[src/include/fb_consts.svh]
// geometry constants for the scanned LED framebuffer
// panel size, subpanel split and bytes per pixel
// derived lane count and address and data widths
`ifndef FB_CONSTS_SVH
`define FB_CONSTS_SVH

// columns across the panel
`define FB_PIXEL_WIDTH 64
// total rows over both subpanels
`define FB_PIXEL_HEIGHT 32
// rows in one subpanel
`define FB_PIXEL_HALFHEIGHT 16
// colour bytes stored for each pixel
`define FB_BYTES_PER_PIXEL 4

// one bit picks the upper or lower subpanel
`define FB_SUBPANEL_BITS ($clog2(`FB_PIXEL_HEIGHT / `FB_PIXEL_HALFHEIGHT))
// selects one byte of the pixel
`define FB_COLOR_BITS ($clog2(`FB_BYTES_PER_PIXEL))
// one lane per subpanel and colour byte pair
`define FB_LANES (1 << (`FB_SUBPANEL_BITS + `FB_COLOR_BITS))

// pixel index inside a subpanel, row * 64 + column
`define FB_PIXEL_BITS ($clog2(`FB_PIXEL_WIDTH * `FB_PIXEL_HALFHEIGHT))
// a single lane stores bytes
`define FB_DATA_BITS 8
// all lanes read side by side
`define FB_WORD_BITS (`FB_LANES * `FB_DATA_BITS)

`endif

[src/logic/fb_types_pkg.sv]
// storage side types of the framebuffer
// host write address and write request structs
// lane word holding one byte from every lane
`include "fb_consts.svh"

package fb_types_pkg;

    // host byte address
    // subpanel on top and colour byte at the bottom, pixel in between
    typedef struct packed {
        logic [`FB_SUBPANEL_BITS-1:0] subpanel;
        logic [`FB_PIXEL_BITS-1:0]    pixel;
        logic [`FB_COLOR_BITS-1:0]    color;
    } fb_wr_addr_t;

    // host write strobe
    // a byte goes in on every cycle with we high
    typedef struct packed {
        logic                       we;
        fb_wr_addr_t                addr;
        logic [`FB_DATA_BITS-1:0]   data;
    } fb_wr_req_t;

    // all lanes at one pixel address
    // lane k is byte k, lane index is subpanel * 4 + color
    typedef logic [`FB_LANES-1:0][`FB_DATA_BITS-1:0] fb_lane_word_t;

endpackage

[src/logic/scan_types_pkg.sv]
// scan side types of the framebuffer
// scan FSM state encoding and the beat struct

`include "fb_consts.svh"

package scan_types_pkg;

    // scan controller states
    // idle waits for start, run issues reads, drain empties the pipe
    typedef enum logic [1:0] {
        SCAN_IDLE  = 2'd0,
        SCAN_RUN   = 2'd1,
        SCAN_DRAIN = 2'd2
    } scan_state_e;

    // one output beat per pixel position
    // pixel index within the subpanel and the word from all lanes
    typedef struct packed {
        logic [`FB_PIXEL_BITS-1:0]   pixel;
        fb_types_pkg::fb_lane_word_t word;
    } scan_beat_t;

endpackage

[src/logic/scan_ctrl.sv]
// scan controller for the framebuffer
// FSM walking pixel addresses 0 to 1023 once per frame
// valid and pixel shift register matching the RAM read latency
// beat output register and frame done pulse
`timescale 1ns/1ps
`include "fb_consts.svh"

module scan_ctrl (
    input  logic                        ClockA,
    input  logic                        rst_n,
    input  logic                        scan_start,
    output logic                        rd_en,
    output logic [`FB_PIXEL_BITS-1:0]   rd_addr,
    input  fb_types_pkg::fb_lane_word_t rd_word,
    output logic                        beat_valid,
    output scan_types_pkg::scan_beat_t  beat,
    output logic                        scan_busy,
    output logic                        frame_done
);
    // last pixel index of a subpanel
    localparam logic [`FB_PIXEL_BITS-1:0] LAST_PIXEL =
        `FB_PIXEL_BITS'(`FB_PIXEL_WIDTH * `FB_PIXEL_HALFHEIGHT - 1);

    scan_types_pkg::scan_state_e state;
    // next pixel address to read
    logic [`FB_PIXEL_BITS-1:0] addr_cnt;
    // reads in flight, stage 0 is the newest
    logic [1:0]                            vld_sr;
    logic [1:0][`FB_PIXEL_BITS-1:0]        pix_sr;
    // last beat of the frame is on the output
    logic                                  last_beat;

    // one read per cycle while running
    assign rd_en     = (state == scan_types_pkg::SCAN_RUN);
    assign rd_addr   = addr_cnt;
    assign scan_busy = (state != scan_types_pkg::SCAN_IDLE);
    assign last_beat = beat_valid && (beat.pixel == LAST_PIXEL);

    // state machine and address counter
    always_ff @(posedge ClockA or negedge rst_n) begin
        if (!rst_n) begin
            state      <= scan_types_pkg::SCAN_IDLE;
            addr_cnt   <= '0;
            frame_done <= 1'b0;
        end else begin
            frame_done <= 1'b0;
            case (state)
                scan_types_pkg::SCAN_IDLE: begin
                    // start only counts here, later pulses are dropped
                    if (scan_start) begin
                        state    <= scan_types_pkg::SCAN_RUN;
                        addr_cnt <= '0;
                    end
                end
                scan_types_pkg::SCAN_RUN: begin
                    addr_cnt <= addr_cnt + 1'b1;
                    if (addr_cnt == LAST_PIXEL) begin
                        state <= scan_types_pkg::SCAN_DRAIN;
                    end
                end
                scan_types_pkg::SCAN_DRAIN: begin
                    // wait until pixel 1023 leaves on the beat output
                    if (last_beat) begin
                        state      <= scan_types_pkg::SCAN_IDLE;
                        frame_done <= 1'b1;
                    end
                end
                default: begin
                    state <= scan_types_pkg::SCAN_IDLE;
                end
            endcase
        end
    end

    // valid bits track the two RAM stages, then the beat register
    always_ff @(posedge ClockA or negedge rst_n) begin
        if (!rst_n) begin
            vld_sr     <= '0;
            beat_valid <= 1'b0;
        end else begin
            vld_sr     <= {vld_sr[0], rd_en};
            beat_valid <= vld_sr[1];
        end
    end

    // pixel index follows its read through the pipe
    always_ff @(posedge ClockA) begin
        pix_sr <= {pix_sr[0], rd_addr};
        // rd_word is ready as the pixel reaches stage 1
        if (vld_sr[1]) begin
            beat.pixel <= pix_sr[1];
            beat.word  <= rd_word;
        end
    end

endmodule

[config.mk]
export PLATFORM = sky130hd
export DESIGN_NAME = scan_ctrl
export DESIGN_NICKNAME = d
export VERILOG_FILES = /design/src/logic/fb_types_pkg.sv /design/src/logic/scan_types_pkg.sv /design/src/logic/scan_ctrl.sv
export VERILOG_INCLUDE_DIRS = /design/src /design/src/include
export SDC_FILE = /design/constraint.sdc
export NUM_CORES = 1
export LEC_CHECK = 0
export ABC_AREA = 1
export BUFFER_PORTS_ARGS = -buffer_cell sky130_fd_sc_hd__buf_2
export CORE_AREA = 2 2 87 89
export CTS_CLUSTER_SIZE = 10
export DETAILED_ROUTE_END_ITERATION = 12
export DIE_AREA = 0 0 89 91
export HOLD_SLACK_MARGIN = 0.06
export PLACE_DENSITY = 0.91
export SYNTH_ARGS = -nofsm -noshare
export SYNTH_HDL_FRONTEND = slang
export SYNTH_SLANG_ARGS = --single-unit
[constraint.sdc]
create_clock -name ClockA -period 4 [get_ports ClockA]
set_clock_uncertainty 0.1 [all_clocks]
set_input_delay 0.2 -clock ClockA [delete_from_list [all_inputs] [get_ports ClockA]]
set_output_delay 0.2 -clock ClockA [all_outputs]
set_load 0.02 [all_outputs]
======== Word-level counts from Yosys, hierarchy flattened ========
Cells that the tools add are included.
operators by class
  add/sub/neg operators ................... 1
  multipliers ............................. 0
  divide/modulo/power cells ............... 0
  order comparisons ....................... 0
  eq/ne operators ......................... 7
  shift operators ......................... 0
  mux-type cells .......................... 8
  bitwise operators ....................... 0
  reductions and logical operators ........ 6
operators with widths
  operator                 count
  $eq A10 B10 Y1 const B   2
  $pmux W10 S2             1
  $add A10 B1 Y10 const B  1
  $mux W10                 1
  $mux W2                  3
  $pmux W2 S3              1
  $ne A2 B2 Y1 const B     2
  $reduce_bool A2 Y1       2
  $reduce_and A3 Y1        1
  $eq A2 B1 Y1 const B     1
  $eq A2 B2 Y1 const B     1
  $logic_not A2 Y1         1
  $mux W1                  2
  $ne A2 B1 Y1 const B     1
  $reduce_and A2 Y1        1
  $logic_and A1 B1 Y1      1
word-level totals
  bits in registers ....................... 110
  latch bits .............................. 0
  RAM bits ................................ 0
  ROM bits ................................ 0
  input bits .............................. 67
  output and inout port bits .............. 88
  logic and storage cells ................. 38
  memories kept ........................... 0

======== Logic depth before layout (Yosys ltp) ========
Gate-level depths: netlist of run 1.
  depth after elaboration ................. 4
  gate-level depth with buffers ........... 7
  mapped depth without buffers ............ 7

======== Worst setup path before layout of run 1 ========
OpenSTA, ideal clock, no wires.
  path kind ............................... reg-to-reg
  start ................................... reg vld_sr[1]
  end ..................................... reg beat[0] (netlist name) (enable)
  setup time .............................. 0.432 ns
  arrival time ............................ 1.801 ns
  data required time ...................... 3.468 ns
  path slack .............................. 1.666 ns
  stages on the path, launching flop included .. 1
  path buffers ............................ 0
  period minus slack after synthesis ...... 2.334 ns
  cell sequence ........................... dfrtp_1
RTL lines
  what                      RTL line         source
  start: declaration        scan_ctrl.sv:28  logic [1:0] vld_sr;
  start signal: assignment  scan_ctrl.sv:81  vld_sr <= {vld_sr[0], rd_en};
  end: declaration          scan_ctrl.sv:16  output scan_types_pkg::scan_beat_t beat,
No word-level cell between the ends.

======== Final worst setup path of run 1 ========
  start ................................... reg vld_sr[1]
  end ..................................... reg beat[1] (netlist name) (enable)
No word-level cell between the ends.

==> flow_results.org, run 1 <==
** Status
- Status :: finished clean

** Yosys
- For this run, the register share of the synthesized area comes to approximately nine tenths.
- Cells taking the most area after synthesis :: sky130_fd_sc_hd__edfxtp_1 (65%), sky130_fd_sc_hd__dfrtp_1 (12%), sky130_fd_sc_hd__dfxtp_1 (12%)
- Counting flops with a built-in enable in the synthesized netlist gives 74.
- Flip-flop and latch count after synthesis :: between 100 and 150
- Post-synthesis share of cell area spent on xor and xnor gates :: less than 1%
- Gate count of the mapped netlist :: roughly 190
- Top flip-flop cell by instance count after synthesis :: sky130_fd_sc_hd__edfxtp_1
- Among all cell types in the netlist, the one instantiated most often is sky130_fd_sc_hd__edfxtp_1.
- Share of cell area taken by muxes after synthesis :: 0%
- Main combinational cell family by area after synthesis :: simple AND/OR/NAND/NOR gates
- Summed over all instances, the cell type with the most area after synthesis is sky130_fd_sc_hd__edfxtp_1.
- Cell area after synthesis :: roughly 3400 sq um
- The number of nets handed over by synthesis was 259.
- Counting instances in the post-synthesis netlist gives the leading cell types as sky130_fd_sc_hd__edfxtp_1 (74), sky130_fd_sc_hd__nand2_1 (26), sky130_fd_sc_hd__dfxtp_1 (20), sky130_fd_sc_hd__dfrtp_1 (16).
- Top cell type's share of synthesized area :: between 60% and 70%
- Post-synthesis adder-cell area fraction :: less than 1%
- Number of unique standard cell types used by synthesis :: 19
- Average cell area after synthesis :: 17.8 sq um
- Async set or reset register ratio after synthesis :: 14.5%
- Of the total synthesized cell area, the portion taken by AND, OR, NAND and NOR gates is ~7.3%.
- Summing the areas of all compound-gate instances in the mapped netlist gives under 10% of the synthesized area.
- During synthesis, Yosys emitted a total of 0 warnings.

** Critical path
- In this run the number of cells on the critical path is 1.
- Startpoint of the most critical setup path :: vld_sr[1]$_DFF_PN0_
- Data on the critical path is required at its endpoint by 3.89 ns.
- Largest stage delay, worst path :: roughly 0.88 ns
- Critical Path, Cell by Cell :: buf_4
- Slowest CP cell :: sky130_fd_sc_hd__dfrtp_2
- The worst register-to-register path has a setup slack of 2.08 ns.
- In this design, the largest share of critical-path delay is due to flip-flops.
- Measured in cells, the most critical reg-to-reg path has a length of 1.
- Bufs and invs on worst path :: 1
- Critical Path End Type :: flop
- The startpoint identified for the worst register-to-register timing path is vld_sr[1]$_DFF_PN0_.
- The critical path is of the reg2reg type.
- Startpoint types :: flop
- Maximum fanout encountered on the critical timing path :: 40
- Data on the critical path arrives at its endpoint at about 1.8 ns.

** Placed design
- In this run the cell area measured after placement is 4310 sq um.
- Final HPWL DP :: around 5600 microns
- Routability-driven placement finished with a final weighted congestion of about 0.85.
- Port buffering added 154 buffers.
- Timing analysis after detailed placement gives a worst setup slack of 2.13 ns.

** Clocking
- In this run, post-CTS repair resized a total of 0 instances.
- CTS tree :: yes
- Clk_lat worst skew :: around 0.35 ns
- The tree built by TritonCTS fans out to 110 sinks.
- In this run the post-CTS setup repair buffer count came out at 0.
- Count of H-tree levels built during CTS :: 3
- Hold buffers post-CTS :: 66
- Buffer levels on the longest clock path :: 2
- The root buffer cell chosen for the clock tree is sky130_fd_sc_hd__clkbuf_8.
- In this run, CTS created clock tree buffers numbering 9.
- After clock tree synthesis, the clock-pin slew on the worst setup and hold paths is around 0.10 ns.

** Timing
- Peak clock frequency supported by timing :: around 520 MHz
- Final number of max-transition violations :: 0
- Final hold violations :: 0
- RSZ-0062 raised after global routing :: no
- In the post-route analysis, the smallest setup slack over all paths is 2.08 ns.
- Of the available clock period, the critical path in the final layout requires between 40% and 50%.
- The worst pin sits at a relative slew slack of between 40% and 50%.
- Setup violations remaining at the end of the flow were counted as 0.
- Pin slew with the least headroom to its limit :: 0.766 ns
- Final setup TNS :: 0 ns
- After layout, the minimum clock period comes to 1.92 ns.
- Final Hold Slack :: approximately 0.20 ns

** Floorplanning
- The region available for standard cell placement spans 7140 sq um.
- Num ports :: about 160
- Effective utilization at floorplan :: a little under half
- In this run the horizontal extent of the chip is between 80 and 90 microns.
- Std-Cell Rows :: 31
- In this run the vertical extent of the chip is ~91 microns.
- Floorplan die area :: approximately 8000 sq um

** Layout
- Cell area after layout :: 5150 sq um
- Layout fillers :: between 400 and 500
- From synthesis to final layout, the design area changed by 51.2%.
- In the final layout, the multi-input gates occupy 339 sq um.
- Nets :: 491
- The sequential cells in the finished layout cover a total of a little over 3000 sq um.
- Layout cell share with drive strength beyond 1 :: 41.6%

** Detailed routing
- The pre-antenna-repair detailed-routing pass consisted of 4 iterations.
- In this run the remaining antenna-violating nets after routing total 0.
- After detailed routing, the total wire length is about 9500 microns.
- For this block, the initial DRC count from the detailed router was around 200.
- For this run, design rule violations remaining after detail routing come to 0.
- Dividing the detail-routed wire length by the instance count gives approximately 18 microns.
- Using the TritonRoute via totals, the vias-per-cell ratio works out to ~4.8.
- Via count :: 2509

** GRT
- The initial antenna violation count was 1.
- Largest net degree at the start of global routing :: just over 40
- Leftover overflow at the end of global routing :: 0
- The via count of the first global-routing pass is 2588.
- First-pass GRT wire length :: 14000 microns
- Global-route total usage across every layer :: about a quarter

** Min path
- The min-delay analysis places its worst path in the category in2async.

** Pwr
- Power per unit of standard cell area :: a little over 500 nW/um^2
- Power comes to between 2000 and 3000 uW.
- In this run the static leakage power is around 0.0023 uW.
- Maximum vdd drop :: a little over 0.4 mV

** Job
- Maximum Capacitance Violations :: 0
-- worst paths after layout --
kind,endpoint
max,beat[1]$_DFFE_PP_
min,rd_addr[7]$_DFFE_PN0P_
max in group asynchronous,vld_sr[1]$_DFF_PN0_
min in group ClockA,pix_sr[16]$_DFF_P_
min reg2reg,pix_sr[16]$_DFF_P_
max reg2reg,beat[1]$_DFFE_PP_
-- metrics by stage --
stage / util, % / std cells
final: 72.2 / 528
after global placement: 60.4 / 445
after detailed placement: 60.4 / 445
after global routing: 72.2 / 528
after CTS: 72.1 / 527
after floorplan: - / 191
-- state kept, by name, indices dropped and copies added, names as in the netlist --
name        flops
beat           74
pix_sr         20
rd_addr        10
state           2
vld_sr          2
beat_valid      1
frame_done      1
-- cells by family after synthesis --
group                    after synthesis
adder cells (fa/ha/maj)                1
buffers and inverters                 12
XOR/XNOR                               2
flip-flops                           110
AND/OR/NAND/NOR                       55
AO/OA/AOI/OAI                         11
-- layout by cell type (no fill, tap or decap), types with 2 or more instances in the layout --
| master | n |
|---|---|
| sky130_fd_sc_hd__o21ai_0 | 9 |
| sky130_fd_sc_hd__nor2_2 | 4 |
| sky130_fd_sc_hd__clkbuf_8 | 9 |
| sky130_fd_sc_hd__nand2_1 | 26 |
| sky130_fd_sc_hd__dlygate4sd3_1 | 66 |
| sky130_fd_sc_hd__clkinv_4 | 3 |
| sky130_fd_sc_hd__dfxtp_1 | 20 |
| sky130_fd_sc_hd__clkbuf_1 | 2 |
| sky130_fd_sc_hd__nor2_1 | 11 |
| sky130_fd_sc_hd__buf_2 | 154 |
| sky130_fd_sc_hd__edfxtp_1 | 74 |
| sky130_fd_sc_hd__dfrtp_1 | 15 |
| sky130_fd_sc_hd__nand3_2 | 2 |
| sky130_fd_sc_hd__nand4_1 | 2 |
| sky130_fd_sc_hd__nand3_1 | 8 |
| sky130_fd_sc_hd__inv_1 | 11 |
-- report_power, final --
part | internal (uW) | switching, uW | leakage [uW]
combinational | 187 | 313 | 0.00106
sequential | 1420 | 120 | 0.00114
clock | 235 | 364 | 0.0000856
total | 1850 | 797 | 0.00228
-- layout make-up --
cell class | instances | area share [%]
clock buffers | 11 | 2.55
multi-input cells | 69 | 6.58
clock inverters | 5 | 0.875
flip-flops and latches | 110 | 58.7
diodes | 1 | 0.0486
inverters | 12 | 0.875
well taps | 99 | 2.41
repair buffers | 221 | 27.9
-- layer usage --
| metal | vias up | track usage [%] | part of all wire [%] |
|---|---|---|---|
| met1 | 1199 | 28.0 | 36 |
| met5 | - | 0 | 0 |
| li1 | 1137 | - | - |
| met4 | 0 | 10.8 | 3.5 |
| met3 | 22 | 6.82 | 9.4 |
| met2 | 151 | 41.2 | 51 |
Power figures use the tool's default switching activity.
==> inputs of run 2 (changes only) <==
--- a/config.mk
+++ b/config.mk
@@ -8,12 +8,12 @@
 export LEC_CHECK = 0
 export ABC_AREA = 1
 export BUFFER_PORTS_ARGS = -buffer_cell sky130_fd_sc_hd__buf_2
-export CORE_AREA = 2 2 87 89
+export CORE_AREA = 2 2 90 92
 export CTS_CLUSTER_SIZE = 10
 export DETAILED_ROUTE_END_ITERATION = 12
-export DIE_AREA = 0 0 89 91
+export DIE_AREA = 0 0 92 94
 export HOLD_SLACK_MARGIN = 0.06
-export PLACE_DENSITY = 0.91
+export PLACE_DENSITY = 0.86
 export SYNTH_ARGS = -nofsm -noshare
 export SYNTH_HDL_FRONTEND = slang
 export SYNTH_SLANG_ARGS = --single-unit
==> constraint.sdc (replaced) <==
create_clock -name ClockA -period 1.85 [get_ports ClockA]
set_clock_uncertainty 0.1 [all_clocks]
set_input_delay 0.0925 -clock ClockA [delete_from_list [all_inputs] [get_ports ClockA]]
set_output_delay 0.0925 -clock ClockA [all_outputs]
set_load 0.02 [all_outputs]
==> flow_results.org, run 2 (synthesized netlist as in run 1, its figures left out) <==
** Floorplanning
- Y dimension of the die :: 94 microns (+3.3%)
- Std-Cell Rows :: 32 (+3.2%)
- Effective utilization at floorplan :: 44.8% (-3.0 points)
- The area of the die was 8650 sq um (+6.8%).
- Placeable core area :: 7610 sq um (+6.6%)
- Num ports :: 155 (unchanged)
- The die outline width came to 92 microns (+3.4%).

** Critical path
- STA classifies the critical path endpoint as a primary output.
- The critical path in this run is classified as reg2out.
- Startpoint types :: flop
- The worst register-to-register path ends at state[0]$_DFFE_PN0P_.
- The required arrival time at the worst endpoint is 1.66 ns (-2.23 ns).
- The number of cells on the worst reg-to-reg path was 6 (+5).
- The data arrival time at the worst-slack endpoint was 1.37 ns (-0.44 ns).
- Register-to-register path setup slack :: 0.43 ns (-1.65 ns)
- The top fanout value on the critical path is 10 (-75%).
- The startpoint identified for the worst register-to-register timing path is rd_addr[1]$_DFFE_PN0P_.

** Clocking
- The clock slew at the register clock pins of the worst setup and hold paths was 0.11 ns (about the same).
- The latest clock arrival within the worst-skew pair was 0.37 ns (+0.02 ns).
- TritonCTS built the clock tree.
- The tree is rooted in a sky130_fd_sc_hd__clkbuf_8.
- The buffers inserted during post-CTS setup optimization is 0 (unchanged).
- The maximum clock path buffer count came to 2 (unchanged).
- Clock net sink count :: 110 (unchanged)
- Cts bufs inserted :: 9 (unchanged)
- Count of H-tree levels built during CTS :: 3 (unchanged)

** Detailed routing
- The via total after detailed routing is 2477 (-1.3%).
- The number of antenna-violating nets in the routed design is 0 (unchanged).
- Wire length per cell :: 17.7 microns (-2.1%)
- The iteration count of the initial detailed-routing pass came to 4 (unchanged).
- The iteration-0 DRC count of the detailed router was 150 (-24%).
- Drt via density :: 4.65 (-2.2%)
- Wirelength, routed :: 9440 microns (-1.1%)
- The number of remaining DRC errors is 0 (unchanged).

** Timing
- Setup repair after global routing left no endpoint under its margin.
- Part of the cycle the worst path needs :: a little over four fifths
- Pin slew with the least headroom to its limit :: 0.389 ns (-0.377 ns)
- The number of slew-limit violations in the final report came to 0 (unchanged).
- Setup violation total in the final timing report :: 0 (unchanged)
- The relative slew slack came to 74.1% (+25 points).
- Static timing analysis puts the maximum clock frequency at about 640 MHz.
- The worst path needs ~1.6 ns of the cycle, external delays included.
- Final setup TNS :: 0 ns (unchanged)
- The count of final hold-check violations is 0 (unchanged).
- The final worst slack is 0.287 ns (-1.80 ns).

** Pwr
- Power per unit of standard cell area :: 1120 nW/um^2 (+120%)
- The static leakage is 0.00231 uW (+1.0%).
- The peak ir drop on the vdd network was 0.642 mV (+56%).

** Layout
- The flip-flop count of the largest register, all copies and words added is 74 (unchanged).
- The number of nets at the end of the flow was 492 (+0.20%).
- Most common cell after layout, fill and taps aside :: sky130_fd_sc_hd__buf_2
- Relative to the synthesized area, the layout overhead comes to 52.2%.
- Commonest cells after routing, fill and taps aside :: sky130_fd_sc_hd__buf_2 (154), sky130_fd_sc_hd__edfxtp_1 (74), sky130_fd_sc_hd__dlygate4sd3_1 (66), sky130_fd_sc_hd__nand2_1 (26), sky130_fd_sc_hd__dfxtp_1 (20)
- The non-filler instance count after layout is 533 (+0.95%).
- Layout cell share with drive strength beyond 1 :: 42.2% (+0.60 points)
- Register bank with the most flops :: beat

** Placed design
- Gp weighted congestion :: 0.874 (+2.6%)
- Minimum setup slack after placement :: 0.443 ns (-1.69 ns)
- The total of buffers placed on input and output ports was 154 (unchanged).
- The placed cell count was 449 (+0.90%).
- Final HPWL DP :: 5850 microns (+5.1%)

** GRT
- Largest net degree at the start of global routing :: 60 (+46%)
- Global-route total usage across every layer :: 22.8% (-1.4 points)
- The first-pass GRT wire length is 14300 microns (+1.8%).
- The via count of the first global-routing pass is 2534 (-2.1%).
- Antenna violations before repair :: 1 (unchanged)
- Leftover overflow at the end of global routing :: 0 (unchanged)

** Status
- Status :: finished clean

** Job
- Maximum Capacitance Violations :: 0 (unchanged)

** Min path
- In this run the worst hold path is classified as in2async.
## run 2: cell types whose count changed in the layout (fill, tap and decap cells not counted), sizes merged
cell,change
clkinvlp,-1
clkinv,-1
diode,+1
clkbuf,-2
inv,+4
buf,+1
## run 2: layer usage
layer / vias to the layer above / wire (microns) / GRT usage [%]
met5: - / 0 / 0
met4: 0 / 240 / 9.08
met3: 19 / 863 / 7.06
met2: 129 / 4740 / 39.8
met1: 1189 / 3600 / 26.3
li1: 1140 / - / -
## run 2: worst max path at each step
| stage | start | end | slack (ns) | depth (start not counted) |
|---|---|---|---|---|
| after floorplan | vld_sr[1]$_DFF_PN0_ | beat[0]$_DFFE_PP_ | 0.21 | 0 |
| after global placement | rd_addr[1]$_DFFE_PN0P_ | state[0]$_DFFE_PN0P_ | 0.52 | 6 |
| after detailed placement | rd_addr[1]$_DFFE_PN0P_ | state[1]$_DFFE_PN0P_ | 0.44 | 7 |
| after CTS | state[1]$_DFFE_PN0P_ | rd_en | 0.27 | 4 |
| after global routing | state[1]$_DFFE_PN0P_ | rd_en | 0.18 | 4 |
| final | state[1]$_DFFE_PN0P_ | rd_en | 0.29 | 4 |
## run 2: layout make-up
class	count	area (sq um)
Sequential cell	110	3020
Fill cell	523	2420
Timing Repair Buffer	222	1460
Multi-Input combinational cell	69	339
Tap cell	102	128
Clock buffer	9	124
Clock inverter	7	62.6
Inverter	12	45.0
Antenna cell	2	5.00
## run 2: critical path: stages, from the launching register on
cell and delay, ns:
sky130_fd_sc_hd__dfrtp_1 0.41, sky130_fd_sc_hd__inv_1 0.11, sky130_fd_sc_hd__nand2_2 0.10, sky130_fd_sc_hd__inv_2 0.19, sky130_fd_sc_hd__buf_2 0.21
## run 2: through the flow
stage	utilization, %	power, uW	hold slack (ns)	instance area, sq um
2_1_floorplan	-	3860	-0.303	3410
3_5_place_dp	57.0	4330	-0.0565	4330
3_3_place_gp	57.0	4290	-0.0743	4330
5_1_grt	68.1	6050	0.0990	5180
4_1_cts	68.1	5770	0.0672	5180
6_report	68.2	5790	0.0668	5190
## run 2: power by group
group          internal (uW)  switching [uW]  total, uW
Clock                    524             843       1370
Combinational            412             694       1110
Sequential              3080             240       3320
## run 2: what timing repair did
item,in CTS,in global routing
endpoints found under the setup margin,0,0
resized for setup,0,0
hold buffers,66,0
hold endpoints to repair,86,0
==> inputs of run 3 (changes only) <==
--- a/config.mk
+++ b/config.mk
@@ -6,14 +6,14 @@
 export SDC_FILE = /design/constraint.sdc
 export NUM_CORES = 1
 export LEC_CHECK = 0
-export ABC_AREA = 1
+export ABC_AREA = 0
 export BUFFER_PORTS_ARGS = -buffer_cell sky130_fd_sc_hd__buf_2
-export CORE_AREA = 2 2 90 92
+export CORE_AREA = 2 2 95 97
 export CTS_CLUSTER_SIZE = 10
 export DETAILED_ROUTE_END_ITERATION = 12
-export DIE_AREA = 0 0 92 94
+export DIE_AREA = 0 0 97 99
 export HOLD_SLACK_MARGIN = 0.06
-export PLACE_DENSITY = 0.86
+export PLACE_DENSITY = 0.82
 export SYNTH_ARGS = -nofsm -noshare
 export SYNTH_HDL_FRONTEND = slang
 export SYNTH_SLANG_ARGS = --single-unit
==> constraint.sdc (replaced) <==
create_clock -name ClockA -period 1.36 [get_ports ClockA]
set_clock_uncertainty 0.1 [all_clocks]
set_input_delay 0.068 -clock ClockA [delete_from_list [all_inputs] [get_ports ClockA]]
set_output_delay 0.068 -clock ClockA [all_outputs]
set_load 0.02 [all_outputs]
==> flow_results.org, run 3 <==
** Status
- Status :: finished, violations left
- The final reports fail on setup timing.

** Timing
- Worst setup slack after layout :: -0.0953 ns (-0.382 ns)
- Pin slew with the least headroom to its limit :: 0.385 ns (-0.00449 ns)
- The total setup violations reported at the end of the flow was 6 (+6).
- RSZ-0062 raised after global routing :: yes
- Final hold violations :: 0 (unchanged)
- Final Hold Slack :: 0.225 ns (+0.158 ns)
- Peak clock frequency supported by timing :: 687 MHz
- The sum of negative setup slack is -0.226 ns (-0.226 ns).
- The relative slew slack was 74.4% (+0.30 points).
- Final number of max-transition violations :: 0 (unchanged)
- Of the available clock period, the critical path in the final layout requires 107%.
- Minimum clock period :: roughly 1.5 ns

** Yosys
- The post-synth net total is 236 (-8.9%).
- Most frequent cell after synthesis :: sky130_fd_sc_hd__edfxtp_1
- The synthesized cell area came to 3420 sq um (+0.33%).
- Number of warnings reported in the yosys synthesis log :: 0 (unchanged)
- Gate count of the mapped netlist :: 168 (-12%)
- Top cell type's share of synthesized area :: 65.0% (-0.21 points)
- In the synthesized netlist the dominant register cell turns out to be sky130_fd_sc_hd__edfxtp_1.
- By area the synthesized netlist is led by sky130_fd_sc_hd__edfxtp_1 (65%), sky130_fd_sc_hd__dfrtp_1 (12%), sky130_fd_sc_hd__dfxtp_1 (12%).
- Average cell area after synthesis :: 20.3 sq um (+14%)
- Number of enable flip-flop cells after synthesis :: 74 (unchanged)
- Register area share after synthesis :: 88.4% (-0.29 points)
- The proportion of register bits with asynchronous set or reset after synthesis is 14.5% (unchanged).
- The number of distinct library cells after synthesis came to 34 (+15).
- Summed over all instances, the cell type with the most area after synthesis is sky130_fd_sc_hd__edfxtp_1.
- After synthesis, the most frequently instantiated cells are sky130_fd_sc_hd__edfxtp_1 (74), sky130_fd_sc_hd__dfxtp_1 (20), sky130_fd_sc_hd__dfrtp_1 (16), sky130_fd_sc_hd__nand2_1 (9), sky130_fd_sc_hd__nand4_1 (6).
- The flip-flop and latch count after synthesis is 110 (unchanged).

** Layout
- The number of nets at the end of the flow is 489 (-0.61%).
- The final core area utilization is 64.1% (-4.1 points).
- The library cells used most frequently in the layout, excluding fill and tap cells, are sky130_fd_sc_hd__buf_2 (152), sky130_fd_sc_hd__edfxtp_1 (74), sky130_fd_sc_hd__dlygate4sd3_1 (67), sky130_fd_sc_hd__dfxtp_1 (20), sky130_fd_sc_hd__buf_4 (20).
- The number of antenna repair diodes came to 0 (-2).
- Layout cell share with drive strength beyond 1 :: 51.2% (+9.0 points)
- Register bank with the most flops :: beat
- Most common cell after layout, fill and taps aside :: sky130_fd_sc_hd__buf_2
- Largest register FFs :: 74 (unchanged)
- The area growth from synthesis to layout is 60.3%.

** Pwr
- Maximum vdd drop :: 1.10 mV (+72%)
- The overall power of the completed layout came to 8220 uW (+42%).
- Leakage component of the power :: 0.00240 uW (+4.2%)
- The power density relative to cell area was 1500 nW/um^2 (+34%).

** Min path
- The startpoint identified for the worst hold timing path is pix_sr[8]$_DFF_P_.
- HP Class :: reg2reg

** Detailed routing
- The via total after detailed routing came to 2472 (-0.20%).
- The iteration count of the initial detailed-routing pass came to 4 (unchanged).
- The average wire per standard cell came to 16.4 microns (-7.3%).
- Detail Route Antenna Nets :: 0 (unchanged)
- The via density per instance came to 4.63 (-0.39%).
- The number of remaining DRC errors was 0 (unchanged).
- Initial DRC Count :: 96 (-36%)
- The wire length after detailed routing was 8760 microns (-7.1%).

** Clocking
- Cts bufs inserted :: 9 (unchanged)
- Count of H-tree levels built during CTS :: 3 (unchanged)
- The maximum clock path buffer count is 2 (unchanged).
- Clock net sink count :: 110 (unchanged)
- TritonCTS built the clock tree.
- Clock root buffer :: sky130_fd_sc_hd__clkbuf_8
- Clk_lat worst skew :: 0.36 ns (about the same)
- Clock slew at reported path FFs :: 0.11 ns (about the same)

** Critical path
- The worst setup path is of the reg2reg kind.
- Startpoint of the most critical setup path :: rd_addr[1]$_DFFE_PN0P_
- Critical Path, Cell by Cell :: ha_4 -> and3_4 -> mux2_4 -> a22o_1
- Largest stage delay, worst path :: 0.44 ns (+0.03 ns)
- The required arrival time at the worst endpoint came to 1.50 ns (-0.16 ns).
- The worst register-to-register path begins at rd_addr[1]$_DFFE_PN0P_.
- Maximum fanout encountered on the critical timing path :: 2 (-8)
- Critical Path End Type :: flop
- STA classifies the critical path startpoint as a flop.
- The data arrival time at the worst-slack endpoint was 1.60 ns (+0.23 ns).
- The largest individual stage delay along the critical path comes from the cell sky130_fd_sc_hd__dfrtp_2.

** Floorplanning
- The effective utilization at floorplan was 40.0% (-4.8 points).
- The area of the core came to 8550 sq um (+12%).
- Y dimension of the die :: 99 microns (+5.3%)
- Overall die width :: 97 microns (+5.4%)
- The total I/O pin count was 155 (unchanged).
- Std-Cell Rows :: 34 (+6.3%)
- The area of the die is 9600 sq um (+11%).

** Placed design
- Number of buffer cells added on primary ports :: 154 (unchanged)
- Gp weighted congestion :: 0.838 (-4.2%)
- The post-placement setup slack was -0.0730 ns (-0.516 ns).
- The estimated wirelength of the detail-placed design is 5430 microns (-7.1%).

** GRT
- The initial antenna violation count came to 0 (-1).
- The first-pass GRT wire length came to 13100 microns (-8.3%).
- The maximum number of pins on one net before global-route repair came to 30 (-50%).
- The global route total overflow was 0 (unchanged).
- The overall global routing resource usage came to 17.8% (-5.0 points).
- The via count of the first global-routing pass was 2453 (-3.2%).

** Job
- The total of max-cap violations came to 0 (unchanged).
-- run 3: cell count changes after synthesis, sizes merged, moves of 3 or more --
| cell | previous run | this run |
|---|---|---|
| a22o | 1 | 4 |
| nor2 | 15 | 3 |
| nand4 | 2 | 6 |
| o311ai | 0 | 3 |
| nand2 | 27 | 9 |
| o21ai | 9 | 3 |
| nand3 | 10 | 5 |
| inv | 12 | 3 |
| nor3 | 0 | 3 |
-- run 3: path summary, 6_finish.rpt --
kind                                          endpoint  slack [ns]  depth (start not counted)
max in group asynchronous          vld_sr[1]$_DFF_PN0_        0.25                          3
worst max register to register  rd_addr[4]$_DFFE_PN0P_        -0.1                          4
min in group asynchronous       rd_addr[5]$_DFFE_PN0P_        0.59                          3
worst min register to register      pix_sr[18]$_DFF_P_        0.23                          0
worst min-delay path                pix_sr[18]$_DFF_P_        0.23                          0
worst max-delay path            rd_addr[4]$_DFFE_PN0P_        -0.1                          4
-- run 3: routing by layer --
layer | GRT usage [%] | vias up | share of wire, %
li1 | - | 1145 | -
met1 | 21.3 | 1202 | 40
met2 | 30.8 | 113 | 51
met3 | 5.53 | 12 | 7.0
met4 | 5.74 | 0 | 1.4
met5 | 0 | - | 0
-- run 3: where the power goes --
part / internal (uW) / leakage [uW] / switching (uW)
clock network: 893 / 0.000105 / 1150
registers: 4180 / 0.00113 / 245
logic: 796 / 0.00117 / 956
-- run 3: cell type report --
cell class	count	area [sq um]
inverters	3	13.8
well taps	108	135
clock buffers	9	124
repair buffers	245	1680
clock inverters	7	88.8
multi-input cells	52	409
flip-flops and latches	110	3030
fillers	582	3070
-- run 3: repair_timing --
item                       CTS  global route
setup buffers                3             7
hold buffers                67             0
resized for setup            9             6
hold endpoints to repair    81             0
pin swaps                    4             5
setup endpoints to repair    5            14
-- run 3: cell families after synthesis --
kind of cell	after synthesis	synth area share, %
AO/OA/AOI/OAI	15	3.95
AND/OR/NAND/NOR	33	5.27
flip-flops	110	88.4
buffers and inverters	6	0.915
adder cells (fa/ha/maj)	1	0.366
multiplexers	3	1.06
-- run 3: worst max-delay path, delay by kind of cell (launching register included) --
family	cells	cell delay (ns)
muxes	1	0.29
adders and majority gates	1	0.16
and+or+nand+nor	1	0.18
DFF	1	0.44
AOI/OAI and AO/OA	1	0.18
-- run 3: metrics by stage --
step | cell area, sq um | cells
floorplan | 3440 | 168
global placement | 4470 | 441
detailed placement | 4470 | 441
CTS | 5400 | 527
global route | 5480 | 534
finish | 5480 | 534
